## src/knights_params.svh

```systemverilog
`ifndef KNIGHTS_PARAMS_SVH
`define KNIGHTS_PARAMS_SVH

// Clocks per serial bit on both UART directions
`define KT_BAUD_DIV 16

// Gyro calibration stands in as a fixed wait of this many clocks
`define KT_CAL_CYCLES 200

// Travel time for one square of a leg move
`define KT_MOVE_CYCLES 300

// Length of the tune played after a fanfare move
`define KT_FANFARE_CYCLES 400

// Half period of the piezo tone
`define KT_PIEZO_DIV 8

// Board is square, KT_BOARD_SIZE squares per side
`define KT_BOARD_SIZE 5

// The knight starts on the center square
`define KT_START_X 2
`define KT_START_Y 2

`endif

```

## src/knight_board_pkg.sv

```systemverilog
`default_nettype none

package knight_board_pkg;

  // One axis of the board, wide enough for squares 0 to 4
  typedef logic [2:0] coord_t;

  // Travel direction once a heading code has been accepted
  typedef enum logic [1:0] {
    DIR_NORTH,
    DIR_WEST,
    DIR_SOUTH,
    DIR_EAST
  } dir_t;

endpackage

`default_nettype wire

```

## src/knight_cmd_pkg.sv

```systemverilog
`default_nettype none

package knight_cmd_pkg;

  // Opcode field in bits 15:12 of the command word
  typedef enum logic [3:0] {
    OP_CAL      = 4'h2,
    OP_MOVE     = 4'h4,
    OP_MOVE_FAN = 4'h5
  } opcode_t;

  // Heading field in bits 11:4
  // North points toward larger y and east toward larger x
  typedef enum logic [7:0] {
    HD_NORTH = 8'h00,
    HD_WEST  = 8'h3F,
    HD_SOUTH = 8'h7F,
    HD_EAST  = 8'hBF
  } heading_t;

  // Number of squares to travel, bits 3:0
  typedef logic [3:0] square_cnt_t;

  // One byte goes back to the remote after every command
  typedef enum logic [7:0] {
    RESP_ACK = 8'hA5,
    RESP_NAK = 8'h5A
  } resp_t;

endpackage

`default_nettype wire

```

## src/cmd_proc.sv

```systemverilog
`timescale 1ns/10ps
`default_nettype none
`include "knights_params.svh"

module cmd_proc (
  input  wire                      clk,
  input  wire                      rst_n,
  input  wire [7:0]                rx_data,
  input  wire                      rx_rdy,
  input  wire                      tx_busy,
  output knight_cmd_pkg::resp_t    tx_data,
  output logic                     trmt,
  output logic                     cal_done,
  output logic                     moving,
  output logic                     piezo,
  output logic                     piezo_n,
  output knight_board_pkg::coord_t xx,
  output knight_board_pkg::coord_t yy
);

  import knight_cmd_pkg::*;
  import knight_board_pkg::*;

  // One shared counter times calibration, each square and the fanfare
  localparam int CNT_W = $clog2(`KT_CAL_CYCLES + `KT_MOVE_CYCLES + `KT_FANFARE_CYCLES);
  localparam logic [CNT_W-1:0] CAL_LAST = CNT_W'(`KT_CAL_CYCLES - 1);
  localparam logic [CNT_W-1:0] MOVE_LAST = CNT_W'(`KT_MOVE_CYCLES - 1);
  localparam logic [CNT_W-1:0] FAN_LAST = CNT_W'(`KT_FANFARE_CYCLES - 1);
  localparam int TONE_W = $clog2(`KT_PIEZO_DIV);
  localparam logic [TONE_W-1:0] TONE_LAST = TONE_W'(`KT_PIEZO_DIV - 1);
  localparam logic signed [5:0] BOARD_LIM = 6'(`KT_BOARD_SIZE);

  typedef enum logic [2:0] {
    CP_IDLE, CP_LOW, CP_DECODE, CP_CAL, CP_TRAVEL, CP_FANFARE, CP_RESP
  } cp_state_t;

  cp_state_t         state;
  logic [7:0]        cmd_hi;
  logic [7:0]        cmd_lo;
  opcode_t           opcode;
  heading_t          heading;
  square_cnt_t       squares;
  dir_t              dir;
  logic              head_ok;
  logic signed [5:0] step;
  logic signed [5:0] tgt_x;
  logic signed [5:0] tgt_y;
  logic              on_board;
  logic              cmd_ok;
  resp_t             resp_q;
  dir_t              dir_q;
  logic              fan_q;
  square_cnt_t       sq_left;
  logic [CNT_W-1:0]  cyc_cnt;
  logic [TONE_W-1:0] tone_cnt;
  logic              square_end;
  logic              reply_due;

  ////////////////////////////////////////////////////////////////////////////
  // Command decode
  ////////////////////////////////////////////////////////////////////////////

  assign opcode  = opcode_t'(cmd_hi[7:4]);
  assign heading = heading_t'({cmd_hi[3:0], cmd_lo[7:4]});
  assign squares = cmd_lo[3:0];
  assign step    = $signed({2'b00, squares});

  // Landing square worked out up front, signed so a move off the low edge shows
  always_comb begin
    head_ok = 1'b1;
    dir     = DIR_NORTH;
    tgt_x   = $signed({3'b000, xx});
    tgt_y   = $signed({3'b000, yy});
    case (heading)
      HD_NORTH: tgt_y = tgt_y + step;
      HD_WEST: begin
        dir   = DIR_WEST;
        tgt_x = tgt_x - step;
      end
      HD_SOUTH: begin
        dir   = DIR_SOUTH;
        tgt_y = tgt_y - step;
      end
      HD_EAST: begin
        dir   = DIR_EAST;
        tgt_x = tgt_x + step;
      end
      default: head_ok = 1'b0;
    endcase
  end

  assign on_board = (tgt_x >= 6'sd0) && (tgt_x < BOARD_LIM) &&
                    (tgt_y >= 6'sd0) && (tgt_y < BOARD_LIM);

  // Moves need a calibrated gyro, a known heading and at least one square
  always_comb begin
    case (opcode)
      OP_CAL:               cmd_ok = 1'b1;
      OP_MOVE, OP_MOVE_FAN: cmd_ok = cal_done && head_ok && (squares != '0) && on_board;
      default:              cmd_ok = 1'b0;
    endcase
  end

  assign square_end = (state == CP_TRAVEL) && (cyc_cnt == MOVE_LAST);

  // The reply goes out on the last clock of whatever the command is doing
  // If the transmitter is still busy the FSM parks in CP_RESP instead
  always_comb begin
    case (state)
      CP_DECODE:  reply_due = !cmd_ok;
      CP_CAL:     reply_due = (cyc_cnt == CAL_LAST);
      CP_TRAVEL:  reply_due = square_end && (sq_left == square_cnt_t'(1)) && !fan_q;
      CP_FANFARE: reply_due = (cyc_cnt == FAN_LAST);
      CP_RESP:    reply_due = 1'b1;
      default:    reply_due = 1'b0;
    endcase
  end

  assign trmt    = reply_due && !tx_busy;
  // a reply straight out of decode is always a rejection
  assign tx_data = (state == CP_DECODE) ? RESP_NAK : resp_q;
  assign moving  = (state == CP_TRAVEL);
  assign piezo_n = (state == CP_FANFARE) && !piezo;

  // Command bytes and the decode result held for the rest of the command
  always_ff @(posedge clk) begin
    if (state == CP_IDLE && rx_rdy)
      cmd_hi <= rx_data;
    if (state == CP_LOW && rx_rdy)
      cmd_lo <= rx_data;
    if (state == CP_DECODE) begin
      resp_q <= cmd_ok ? RESP_ACK : RESP_NAK;
      dir_q  <= dir;
      fan_q  <= (opcode == OP_MOVE_FAN);
    end
  end

  ////////////////////////////////////////////////////////////////////////////
  // Main FSM, position and calibration flag
  ////////////////////////////////////////////////////////////////////////////

  always_ff @(posedge clk or negedge rst_n) begin
    if (!rst_n) begin
      state    <= CP_IDLE;
      cyc_cnt  <= '0;
      sq_left  <= '0;
      cal_done <= 1'b0;
      xx       <= coord_t'(`KT_START_X);
      yy       <= coord_t'(`KT_START_Y);
    end else begin
      cyc_cnt <= cyc_cnt + 1'b1;
      case (state)
        // High byte first, then the low byte completes the command
        CP_IDLE: if (rx_rdy)
          state <= CP_LOW;
        CP_LOW: if (rx_rdy)
          state <= CP_DECODE;
        CP_DECODE: begin
          cyc_cnt <= '0;
          sq_left <= squares;
          if (cmd_ok)
            state <= (opcode == OP_CAL) ? CP_CAL : CP_TRAVEL;
        end
        CP_CAL: if (reply_due)
          cal_done <= 1'b1;
        // Position steps by one as each square of travel finishes
        CP_TRAVEL: if (square_end) begin
          cyc_cnt <= '0;
          sq_left <= sq_left - 1'b1;
          case (dir_q)
            DIR_NORTH: yy <= yy + 1'b1;
            DIR_SOUTH: yy <= yy - 1'b1;
            DIR_EAST:  xx <= xx + 1'b1;
            default:   xx <= xx - 1'b1;
          endcase
          if (sq_left == square_cnt_t'(1) && fan_q)
            state <= CP_FANFARE;
        end
        default: ;
      endcase
      // Finishing a command overrides the per-state next state
      if (reply_due)
        state <= tx_busy ? CP_RESP : CP_IDLE;
    end
  end

  // Tone divider, only runs while the fanfare plays
  always_ff @(posedge clk or negedge rst_n) begin
    if (!rst_n) begin
      tone_cnt <= '0;
      piezo    <= 1'b0;
    end else if (state == CP_FANFARE && !reply_due) begin
      tone_cnt <= tone_cnt + 1'b1;
      if (tone_cnt == TONE_LAST) begin
        tone_cnt <= '0;
        piezo    <= !piezo;
      end
    end else begin
      tone_cnt <= '0;
      piezo    <= 1'b0;
    end
  end

endmodule

`default_nettype wire

```

## src/knights_tour.sv

```systemverilog
`timescale 1ns/10ps
`default_nettype none

module knights_tour (
  input  wire                           clk,
  input  wire                           rst_n,
  input  wire                           rx,
  output wire                           tx,
  output wire                           cal_done,
  output wire                           moving,
  output wire                           piezo,
  output wire                           piezo_n,
  output wire knight_board_pkg::coord_t xx,
  output wire knight_board_pkg::coord_t yy
);

  import knight_cmd_pkg::*;

  // Received bytes toward the command processor
  logic [7:0] rx_data;
  logic       rx_rdy;

  // Response byte and its strobe back out to the remote
  resp_t      tx_data;
  logic       trmt;
  logic       tx_busy;

  uart_rx uart_rx_inst (
    .clk     (clk),
    .rst_n   (rst_n),
    .rx      (rx),
    .rx_data (rx_data),
    .rx_rdy  (rx_rdy)
  );

  // Decode, timers and board position all live here
  cmd_proc cmd_proc_inst (
    .clk      (clk),
    .rst_n    (rst_n),
    .rx_data  (rx_data),
    .rx_rdy   (rx_rdy),
    .tx_busy  (tx_busy),
    .tx_data  (tx_data),
    .trmt     (trmt),
    .cal_done (cal_done),
    .moving   (moving),
    .piezo    (piezo),
    .piezo_n  (piezo_n),
    .xx       (xx),
    .yy       (yy)
  );

  uart_tx uart_tx_inst (
    .clk     (clk),
    .rst_n   (rst_n),
    .tx_data (tx_data),
    .trmt    (trmt),
    .tx      (tx),
    .tx_busy (tx_busy)
  );

endmodule

`default_nettype wire

```

## src/uart_rx.sv

```systemverilog
`timescale 1ns/10ps
`default_nettype none
`include "knights_params.svh"

module uart_rx (
  input  wire        clk,
  input  wire        rst_n,
  input  wire        rx,
  output logic [7:0] rx_data,
  output logic       rx_rdy
);

  localparam int BAUD_DIV = `KT_BAUD_DIV;
  localparam int CNT_W = $clog2(BAUD_DIV);
  localparam logic [CNT_W-1:0] HALF_LAST = CNT_W'(BAUD_DIV / 2 - 1);
  localparam logic [CNT_W-1:0] FULL_LAST = CNT_W'(BAUD_DIV - 1);

  typedef enum logic [2:0] {RX_IDLE, RX_START, RX_DATA, RX_STOP, RX_TAIL} rx_state_t;

  rx_state_t        state;
  logic             rx_meta;
  logic             rx_sync;
  logic [CNT_W-1:0] baud_cnt;
  logic [2:0]       bit_cnt;
  logic [7:0]       shift_reg;

  // Two flops bring the line into the clock domain
  // Both come out of reset high so an idle line is not taken as a start bit
  always_ff @(posedge clk or negedge rst_n) begin
    if (!rst_n) begin
      rx_meta <= 1'b1;
      rx_sync <= 1'b1;
    end else begin
      rx_meta <= rx;
      rx_sync <= rx_meta;
    end
  end

  ////////////////////////////////////////////////////////////////////////////
  // Bit timing FSM
  ////////////////////////////////////////////////////////////////////////////

  always_ff @(posedge clk or negedge rst_n) begin
    if (!rst_n) begin
      state    <= RX_IDLE;
      baud_cnt <= '0;
      bit_cnt  <= '0;
      rx_rdy   <= 1'b0;
    end else begin
      rx_rdy   <= 1'b0;
      baud_cnt <= baud_cnt + 1'b1;
      case (state)
        RX_IDLE: begin
          baud_cnt <= '0;
          if (!rx_sync)
            state <= RX_START;
        end
        // Recheck the line halfway into the start bit to reject glitches
        RX_START: if (baud_cnt == HALF_LAST) begin
          baud_cnt <= '0;
          bit_cnt  <= '0;
          state    <= rx_sync ? RX_IDLE : RX_DATA;
        end
        // From here on every full bit period lands on a bit center
        RX_DATA: if (baud_cnt == FULL_LAST) begin
          baud_cnt <= '0;
          bit_cnt  <= bit_cnt + 1'b1;
          if (bit_cnt == 3'd7)
            state <= RX_STOP;
        end
        // A low stop bit is a framing error and the byte is thrown away
        RX_STOP: if (baud_cnt == FULL_LAST) begin
          baud_cnt <= '0;
          state    <= rx_sync ? RX_TAIL : RX_IDLE;
        end
        // Hold off to the end of the stop bit, then flag the byte
        default: if (baud_cnt == HALF_LAST) begin
          rx_rdy <= 1'b1;
          state  <= RX_IDLE;
        end
      endcase
    end
  end

  // Data arrives LSB first
  always_ff @(posedge clk) begin
    if (state == RX_DATA && baud_cnt == FULL_LAST)
      shift_reg <= {rx_sync, shift_reg[7:1]};
  end

  assign rx_data = shift_reg;

endmodule

`default_nettype wire

```

## src/uart_tx.sv

```systemverilog
`timescale 1ns/10ps
`default_nettype none
`include "knights_params.svh"

module uart_tx (
  input  wire                   clk,
  input  wire                   rst_n,
  input  wire knight_cmd_pkg::resp_t tx_data,
  input  wire                   trmt,
  output logic                  tx,
  output logic                  tx_busy
);

  localparam int BAUD_DIV = `KT_BAUD_DIV;
  localparam int CNT_W = $clog2(BAUD_DIV);
  localparam logic [CNT_W-1:0] FULL_LAST = CNT_W'(BAUD_DIV - 1);

  logic [9:0]       shift_reg;
  logic [CNT_W-1:0] baud_cnt;
  logic [3:0]       bit_cnt;

  // Frame is start bit, eight data bits LSB first, stop bit
  // Ones are shifted in behind the frame so the line rests high afterwards
  always_ff @(posedge clk or negedge rst_n) begin
    if (!rst_n) begin
      shift_reg <= '1;
      baud_cnt  <= '0;
      bit_cnt   <= '0;
      tx_busy   <= 1'b0;
    end else if (trmt && !tx_busy) begin
      shift_reg <= {1'b1, tx_data, 1'b0};
      baud_cnt  <= '0;
      bit_cnt   <= '0;
      tx_busy   <= 1'b1;
    end else if (tx_busy) begin
      if (baud_cnt == FULL_LAST) begin
        baud_cnt  <= '0;
        shift_reg <= {1'b1, shift_reg[9:1]};
        bit_cnt   <= bit_cnt + 1'b1;
        // Busy drops as the stop bit period runs out
        if (bit_cnt == 4'd9)
          tx_busy <= 1'b0;
      end else begin
        baud_cnt <= baud_cnt + 1'b1;
      end
    end
  end

  // The line is the low end of the shift register, no extra flop needed
  assign tx = shift_reg[0];

endmodule

`default_nettype wire
```

## config.mk

```make
export PLATFORM = sky130hd
export DESIGN_NAME = knights_tour
export DESIGN_NICKNAME = d
export VERILOG_FILES = /design/src/knight_board_pkg.sv /design/src/knight_cmd_pkg.sv /design/src/cmd_proc.sv /design/src/knights_tour.sv /design/src/uart_rx.sv /design/src/uart_tx.sv
export VERILOG_INCLUDE_DIRS = /design/src
export SDC_FILE = /design/constraint.sdc
export NUM_CORES = 1
export LEC_CHECK = 0
export ABC_AREA = 1
export BUFFER_PORTS_ARGS = -buffer_cell sky130_fd_sc_hd__buf_4
export CORE_UTILIZATION = 40
export CTS_BUF_LIST = sky130_fd_sc_hd__clkbuf_4
export DETAILED_ROUTE_END_ITERATION = 12
export PLACE_DENSITY_LB_ADDON = 0.1
export REMOVE_ABC_BUFFERS = 1
export SETUP_SLACK_MARGIN = 0.3
export SYNTH_ARGS = -nofsm -noshare
export SYNTH_HDL_FRONTEND = slang
export SYNTH_HIERARCHICAL = 1
export SYNTH_SLANG_ARGS = --single-unit
```

## constraint.sdc

```tcl
create_clock -name clk -period 5.58 [get_ports clk]
set_input_delay 0.837 -clock clk [delete_from_list [all_inputs] [get_ports clk]]
set_output_delay 0.837 -clock clk [all_outputs]
set_load 0.01 [all_outputs]
```

==> results of run 1 <==
## placed cells by master, fill, tap and decap left out, drive strengths merged, types with 3 or more instances in the layout
master	count
o21ai	21
dfrtp	46
a21oi	16
nor3	16
nor2	67
nand3b	4
clkbuf	12
buf	14
edfxtp	29
nand4	6
ha	23
nand3	51
xor2	7
fa	6
inv	80
xnor2	6
dfstp	13
nand2	142
a31oi	3
## final timing paths
check,from,end,slack [ns],cells after the start
max,cmd_proc_inst/cmd_lo[0],uart_tx_inst/shift_reg[8],2.60,19
min,uart_rx_inst/rx_meta,uart_rx_inst/rx_sync,0.37,0
max reg2reg,cmd_proc_inst/cmd_lo[0],uart_tx_inst/shift_reg[8],2.60,19
min reg2reg,uart_rx_inst/rx_meta,uart_rx_inst/rx_sync,0.37,0
max in group asynchronous,rst_n,uart_rx_inst/bit_cnt[2],4.65,1
min in group asynchronous,rst_n,uart_tx_inst/baud_cnt[0],0.42,1
## routing by layer
metal  global-route usage, %  vias up
li1                        -     1834
met1                   21.79     1682
met2                   26.99       48
met3                   3.856       21
met4                   7.368        0
met5                       0        -
## report_power, final
part	total, mW	switching (mW)	leakage, nW	internal, mW
Combinational	0.196	0.128	1.42	0.0684
Sequential	0.737	0.0402	1.02	0.697
Clock	0.370	0.219	0.0776	0.150
## stage by stage
step,util (%),cell area [um2],total power [mW],instances,hold slack (ns)
final,43.98,5283,1.303,726,0.3650
after global routing,43.98,5283,1.383,726,0.3738
after CTS,43.98,5283,1.319,726,0.3672
after detailed placement,42.84,5146,0.9459,710,0.3487
after global placement,42.84,5146,0.9419,710,0.3465
after floorplan,-,4857,0.8979,549,0.3452
## cell type report
class,instances,area (um2),area share [%]
Sequential cell,88,2364,44.74
Tap cell,147,183.9,3.482
Inverter,79,296.5,5.613
Clock inverter,4,46.29,0.8764
Multi-Input combinational cell,382,2197,41.59
Timing Repair Buffer,14,105.1,1.990
Clock buffer,12,90.09,1.705
## cells by family after synthesis
family | share of synthesized area, %
XOR/XNOR | 2.305
AO/OA/AOI/OAI | 5.471
adder cells (fa/ha/maj) | 8.258
AND/OR/NAND/NOR | 28.45
buffers and inverters | 7.675
flip-flops | 47.85
==> flow_summary.json, run 1 <==
{
  "status": "finished, final reports clean",
  "routed.top_layer": "met4",
  "cts_setup_buffers": 0,
  "crit_path_end_kind": "register",
  "max-cap-violations": 0,
  "synth_common_cells": "127 x nand2_1, 68 x inv_1, 51 x nor2_1, 46 x dfrtp_1, 45 x nand3_1",
  "seq_area_frac_synth_pct": 47.85,
  "dp_hpwl_um": 7017,
  "synth_edf_count": 29,
  "max_slew.worst_pin.slew_ns": 1.073,
  "maxSlewViolCount": 0,
  "setup.worst_path.class": "reg -> reg",
  "start_kind": "register",
  "vias": 3585,
  "finalSetupViolations": 0,
  "ir_drop_mv": 0.1841,
  "max-clock-path-buffers": 2,
  "pre_cts_ws_ns": 2.571,
  "die-height_um": 113.1,
  "fmax_mhz": 335.8,
  "dr_wl_met3_um": 288,
  "netlist_area_mm2": 0.004940,
  "nNetsFinal": 606,
  "synth_area_leaders": "dfrtp_1 23%, edfxtp_1 18%, nand2_1 9.7%",
  "drtPass1Iterations": 4,
  "first_global_vias": 3568,
  "cts-resized-gates": 0,
  "num_rows": 40,
  "cts_tree": "done",
  "hold_violations": 0,
  "synth_cell_types": 40,
  "track_usage_pct": 16.82,
  "start_util_pct": 41.13,
  "routedWlPerCell_um": 13.06,
  "yosysTopAreaCellShare_pct": 23.30,
  "num_antenna_cells": 0,
  "clockRootBuffer": "clkbuf_4",
  "yosysWarnings": 6,
  "tns_ns": 0,
  "cts_sinks": 88,
  "die-area_mm2": 0.01280,
  "largest_reg_flops": 10,
  "cpPeakStageDelay_ns": 0.55,
  "p_leak_nw": 2.517,
  "routed-wl-met2_um": 4280,
  "drt_iter0_drc": 156,
  "finalCriticalPeriod_ns": 2.978,
  "fin_crit_sh_pct": 53.36,
  "path_delay_family": "simple AND/OR/NAND/NOR gates",
  "yosys_register_bits": 88,
  "arrival_ns": 3.40,
  "cts_made_buffers": 9,
  "fill_cells": 1197,
  "grt_first_pass_wirelength_um": 16840,
  "drt-met1-wl_um": 4701,
  "rsz0062_at_grt": "no",
  "cts_hold_buf": 0,
  "grt_max_degree": 60,
  "insertion_delay_ns": 0.47,
  "io_pins": 14,
  "grt_overflow": 0,
  "gp_congestion": 0.8161,
  "drive_gt1_share_pct": 16.75,
  "cts_max_level": 3,
  "io_buffers": 13,
  "skew_ns": 0.009362,
  "postSynthAreaPerCell_um2": 8.837,
  "synth_most_common_cell": "nand2_1",
  "synthFlopType": "dfrtp_1",
  "p_per_area_mw_per_mm2": 246.6,
  "core_area_mm2": 0.01201,
  "areaGrowthSynthToFinish_pct": 6.940,
  "drc": 0,
  "antenna_violating_nets_post_route": 0,
  "critPathMaxFanout": 8,
  "synth_cells": 559,
  "routed_wl_um": 9482,
  "yosysTopAreaCell": "dfrtp_1",
  "crit_buf_inv": 3,
  "antenna_found_initial": 0,
  "die_w_um": 113.1,
  "cp_cell_sequence": "ha_1 > fa_1 > or2_1 > nor2_1 > o21ai_0 > nand2_1 > nand3_1 > nor2_2 > nand3_2 > nand2_4 > nand2_1 > nand2_2 > inv_1 > inv_1 > nor2_4 > inv_1 > nand2_1 > nor2_1 > nor2_1",
  "hp-class": "reg -> reg",
  "fin_ws_ns": 2.602,
  "worstPathRequired_ns": 6.00,
  "relSlewSlack_pct": 27.95,
  "ys_async_sr_fraction_pct": 67.05,
  "vias_per_cell": 4.938,
  "cp_slowest_cell": "edfxtp_1",
  "clk_pin_slew_ns": 0.14
}
Power figures use the tool's default switching activity.
==> run 2: changes to the inputs <==
- clock period: 5.58 -> 2.8 ns (I/O delays scaled with it)
==> flow_summary.json, run 2 (synthesis results as in run 1) <==
{
  "status": "finished, final reports clean",
  "critPathMaxFanout": 5,
  "core_area_mm2": 0.01201,
  "grt_overflow": 0,
  "max_slew.worst_pin.slew_ns": 0.7554,
  "dp.cells": 726,
  "cpPeakStageDelay_ns": 0.53,
  "finalSetupViolations": 0,
  "clockRootBuffer": "clkbuf_4",
  "relSlewSlack_pct": 49.64,
  "finalNonFillerCells": 753,
  "cts_tree": "done",
  "clk_pin_slew_ns": 0.14,
  "nNetsFinal": 633,
  "largest_reg_flops": 10,
  "crit_top_cell": "nand2_4",
  "start_kind": "register",
  "seqCellArea_mm2": 0.002364,
  "setup.worst_path.class": "reg -> reg",
  "p_leak_nw": 2.653,
  "hold_slack_ns": 0.002023,
  "grt_max_degree": 60,
  "num_antenna_cells": 0,
  "grt_first_pass_wirelength_um": 16680,
  "antenna_found_initial": 0,
  "ir_drop_mv": 0.3770,
  "start_util_pct": 41.13,
  "power.total_mw": 2.590,
  "crit_path_end_kind": "register",
  "die_w_um": 113.1,
  "insertion_delay_ns": 0.46,
  "maxSlewViolCount": 0,
  "final_cell_mix": "120 x nand2_1, 62 x inv_1, 51 x nor2_1, 46 x dfrtp_1, 42 x nand3_1",
  "rsz0062_at_grt": "yes",
  "routed_wl_um": 9620,
  "hp-class": "in -> async",
  "drt_iter0_drc": 182,
  "gp_congestion": 0.8693,
  "io_pins": 14,
  "max-clock-path-buffers": 2,
  "final_common_cell": "nand2_1",
  "arrival_ns": 3.05,
  "cp_cell_sequence": "ha_4 > fa_2 > or2_1 > nor2_1 > o21ai_1 > nand2_1 > nand3_2 > nor2_2 > nand3_2 > nand2_4 > nand2_4 > nand2_4 > inv_2 > inv_4 > nor2_4 > inv_4 > nand2_4 > nor2_1 > nor2_1",
  "cts_sinks": 88,
  "dp_hpwl_um": 6995,
  "cts_made_buffers": 9,
  "routedWlPerCell_um": 12.78,
  "vias_per_cell": 4.859,
  "areaGrowthSynthToFinish_pct": 13.86,
  "num_rows": 40,
  "drive_gt1_share_pct": 24.26,
  "vias": 3659,
  "fin_crit_sh_pct": 94.35,
  "worstPathRequired_ns": 3.21,
  "track_usage_pct": 16.70,
  "finalCriticalPeriod_ns": 2.642,
  "p_per_area_mw_per_mm2": 460.5,
  "drtPass1Iterations": 4,
  "drc": 0,
  "hold_violations": 0,
  "fmax_mhz": 378.5,
  "first_global_vias": 3541,
  "die-area_mm2": 0.01280,
  "multi_input_area_mm2": 0.002320,
  "cts_max_level": 3,
  "tns_ns": 0,
  "die-height_um": 113.1,
  "final_util_pct": 46.82,
  "io_buffers": 13,
  "cp_slowest_cell": "edfxtp_1",
  "max-cap-violations": 0,
  "fill_cells": 1162,
  "antenna_violating_nets_post_route": 0,
  "skew_ns": 0.009492
}
-- run 2: cell count changes in the layout (fill, tap and decap cells not counted), moves of 3 or more --
cell | before | now
fa_1 | 6 | 2
nand2_1 | 127 | 120
fa_2 | 0 | 4
nand3_1 | 45 | 42
ha_4 | 0 | 3
clkbuf_4 | 12 | 9
inv_4 | 0 | 3
nand2_4 | 4 | 10
buf_4 | 14 | 38
inv_1 | 68 | 62
ha_1 | 23 | 20
nand3_2 | 6 | 9
-- run 2: critical path: cells and delay by family, from the launching register on --
kind / cells / cell delay (ns)
buffers and inverters: 3 / 0.19
AOI/OAI and AO/OA: 1 / 0.07
adders and majority gates: 2 / 0.60
DFF: 1 / 0.53
and+or+nand+nor: 13 / 1.17
-- run 2: timing repair --
action | 4_1_cts | 5_1_grt
cloned | 1 | 0
gates resized for setup | 21 | 18
pin swaps | 19 | 19
setup endpoints to repair | 18 | 24
endpoints found under the hold margin | 1 | 0
hold buffers | 1 | 0
buffers inserted | 7 | 2
-- run 2: area by class of cell --
class / count / area share, %
Inverter: 79 / 5.406
Clock inverter: 7 / 1.402
Timing Repair Buffer: 40 / 5.451
Sequential cell: 88 / 42.02
Multi-Input combinational cell: 383 / 41.25
Clock buffer: 9 / 1.201
Tap cell: 147 / 3.270
-- run 2: worst paths after layout --
| path | start | endpoint | slack [ns] | depth (start not counted) |
|---|---|---|---|---|
| setup reg to reg | cmd_proc_inst/cmd_lo[0] | uart_tx_inst/shift_reg[8] | 0.16 | 19 |
| hold / removal | rst_n | cmd_proc_inst/cyc_cnt[9] | 0.002 | 1 |
| hold reg to reg | uart_rx_inst/rx_meta | uart_rx_inst/rx_sync | 0.37 | 0 |
| setup / recovery | cmd_proc_inst/cmd_lo[0] | uart_tx_inst/shift_reg[8] | 0.16 | 19 |
| min in group clk | uart_rx_inst/rx_meta | uart_rx_inst/rx_sync | 0.37 | 0 |
| max in group asynchronous | rst_n | cmd_proc_inst/sq_left[3] | 2.29 | 1 |
-- run 2: metrics by stage --
stage                     area, um2  worst slack [ns]
final                          5624            0.1583
after global routing           5624        -0.0009872
after CTS                      5530            0.2157
after detailed placement       5266          -0.03094
after global placement         5266           0.01690
after floorplan                4857            0.1186
-- run 2: report_power, final --
part | internal (mW) | switching, mW
clock network | 0.280 | 0.458
logic | 0.137 | 0.248
registers | 1.39 | 0.0780
-- run 2: layer usage --
| layer | track usage, % | up-vias | part of all wire (%) |
|---|---|---|---|
| met4 | 5.526 | 0 | 1.2 |
| met1 | 21.39 | 1702 | 49 |
| met2 | 27.20 | 53 | 46 |
| met3 | 4.767 | 11 | 3.5 |
| li1 | - | 1893 | - |
| met5 | 0 | - | 0 |
==> run 3: changes to the inputs <==
- CORE_MARGIN: not set -> 2
- clock period: 2.8 -> 2.7 ns (I/O delays scaled with it)
==> flow_summary.json, run 3 (synthesis results as in run 1) <==
{
  "final_common_cell": "nand2_1",
  "die_w_um": 115.1,
  "crit_buf_inv": 4,
  "num_rows": 40,
  "grt_max_degree": 60,
  "routedWlPerCell_um": 12.78,
  "cts_made_buffers": 9,
  "path_delay_family": "simple AND/OR/NAND/NOR gates",
  "start_kind": "register",
  "dp_hpwl_um": 7046,
  "first_global_vias": 3590,
  "cp_cell_sequence": "ha_2 > fa_2 > inv_1 > nand2_1 > nand2_1 > nand2_1 > nand3_2 > nand2_1 > nor2_2 > nand3_2 > nor2_2 > nand3_2 > nand2_4 > nand2_4 > nand2_4 > inv_2 > inv_4 > nor2_4 > inv_2 > nand2_2 > nor2_1 > nor2_1",
  "cts_tree": "done",
  "rsz0062_at_grt": "yes",
  "die-height_um": 115.1,
  "antenna_violating_nets_post_route": 0,
  "fmax_mhz": 392.3,
  "cts_max_level": 3,
  "io_buffers": 13,
  "r2r-end": "uart_tx_inst/shift_reg[8]",
  "p_per_area_mw_per_mm2": 484.9,
  "hp-class": "in -> async",
  "finalSetupViolations": 0,
  "design_area_mm2": 0.005732,
  "status": "finished, final reports clean",
  "drt_iter0_drc": 226,
  "worst-r2r-setup-slack_ns": 0.15,
  "core_area_mm2": 0.01201,
  "die-area_mm2": 0.01325,
  "max-clock-path-buffers": 2,
  "insertion_delay_ns": 0.45,
  "power.total_mw": 2.779,
  "ir_drop_mv": 0.4595,
  "max_slew.worst_pin.slew_ns": 0.7742,
  "dpl_cell_area_mm2": 0.005304,
  "io_pins": 14,
  "worstPathRequired_ns": 3.09,
  "grt_first_pass_wirelength_um": 16630,
  "crit_start": "cmd_proc_inst/cmd_lo[0]",
  "p_leak_nw": 2.727,
  "crit_path_end_kind": "register",
  "hold_slack_ns": 0.008491,
  "crit_top_cell": "nand2_1",
  "nNetsFinal": 645,
  "relSlewSlack_pct": 48.39,
  "vias_per_cell": 4.810,
  "clockRootBuffer": "clkbuf_4",
  "track_usage_pct": 15.90,
  "drtPass1Iterations": 4,
  "fin_crit_sh_pct": 94.40,
  "areaGrowthSynthToFinish_pct": 16.03,
  "drc": 0,
  "num_antenna_cells": 0,
  "drive_gt1_share_pct": 26.38,
  "max-cap-violations": 0,
  "antenna_found_initial": 0,
  "cts_sinks": 88,
  "final_cell_mix": "123 x nand2_1, 58 x inv_1, 49 x nor2_1, 47 x buf_4, 46 x dfrtp_1",
  "skew_ns": 0.02357,
  "routed_wl_um": 9775,
  "setup.worst_path.class": "reg -> reg",
  "arrival_ns": 2.94,
  "ff2ff_path_depth": 22,
  "cp_slowest_cell": "edfxtp_1",
  "critPathMaxFanout": 5,
  "largest_reg_flops": 10,
  "finalCriticalPeriod_ns": 2.549,
  "clk_pin_slew_ns": 0.14,
  "cpPeakStageDelay_ns": 0.47,
  "vias": 3680,
  "grt_overflow": 0,
  "start_util_pct": 41.13,
  "r2r_start": "cmd_proc_inst/cmd_lo[0]",
  "maxSlewViolCount": 0,
  "hold_violations": 0,
  "gp_congestion": 0.8638
}
[run 3: through the flow]
stage | worst slack [ns] | utilization [%] | setup TNS [ns] | instances
final | 0.1512 | 47.72 | 0 | 765
after global routing | -0.08598 | 47.72 | -0.5099 | 765
after CTS | 0.1529 | 46.83 | 0 | 758
after detailed placement | -0.1084 | 44.16 | -0.7317 | 731
after global placement | -0.1257 | 44.16 | -0.9185 | 731
after floorplan | 0.01858 | - | 0 | 549
[run 3: power by group]
part	internal [mW]	total [mW]	switching, mW
Combinational	0.143	0.404	0.261
Clock	0.404	0.852	0.449
Sequential	1.44	1.52	0.0829
Total	1.99	2.78	0.793
[run 3: layer usage]
metal  track usage, %  routed length (um)
met1            21.31                4753
met2            25.14                4563
met3            3.321                 285
met4            6.747                 173
met5                0                   0
[run 3: worst reg2reg max path, stage by stage (launching register included)]
cell,delay (ns)
edfxtp_1,0.47
ha_2,0.22
fa_2,0.34
inv_1,0.06
nand2_1,0.06
nand2_1,0.06
nand2_1,0.06
nand3_2,0.07
nand2_1,0.06
nor2_2,0.13
nand3_2,0.08
nor2_2,0.09
nand3_2,0.12
nand2_4,0.09
nand2_4,0.06
nand2_4,0.07
inv_2,0.04
inv_4,0.06
nor2_4,0.04
inv_2,0.10
nand2_2,0.08
nor2_1,0.09
nor2_1,0.04
[run 3: repair_timing]
item / in CTS / in global routing
setup endpoints to repair: 27 / 30
gates resized for setup: 31 / 16
buffers inserted: 10 / 6
hold buffers: 0 / 1
pin swaps: 10 / 8
hold endpoints to repair: 0 / 1
gates cloned: 1 / 0
[run 3: worst max-delay path by stage]
| stage | endpoint | slack [ns] | cells after the start |
|---|---|---|---|
| after global routing | uart_tx_inst/shift_reg[8] | -0.09 | 22 |
| after detailed placement | uart_tx_inst/bit_cnt[1] | -0.11 | 17 |
| after floorplan | uart_tx_inst/shift_reg[8] | 0.02 | 20 |
| final | uart_tx_inst/shift_reg[8] | 0.15 | 22 |
| after global placement | uart_tx_inst/bit_cnt[1] | -0.13 | 17 |
| after CTS | uart_tx_inst/shift_reg[1] | 0.15 | 22 |
[run 3: cell type report]
cell class              instances  area [um2]
inverters                      79       301.5
fillers                      1138        6280
flip-flops and latches         88        2364
multi-input cells             383        2316
repair buffers                 52       407.9
clock buffers                  12       90.09
well taps                     147       183.9
clock inverters                 4       68.82
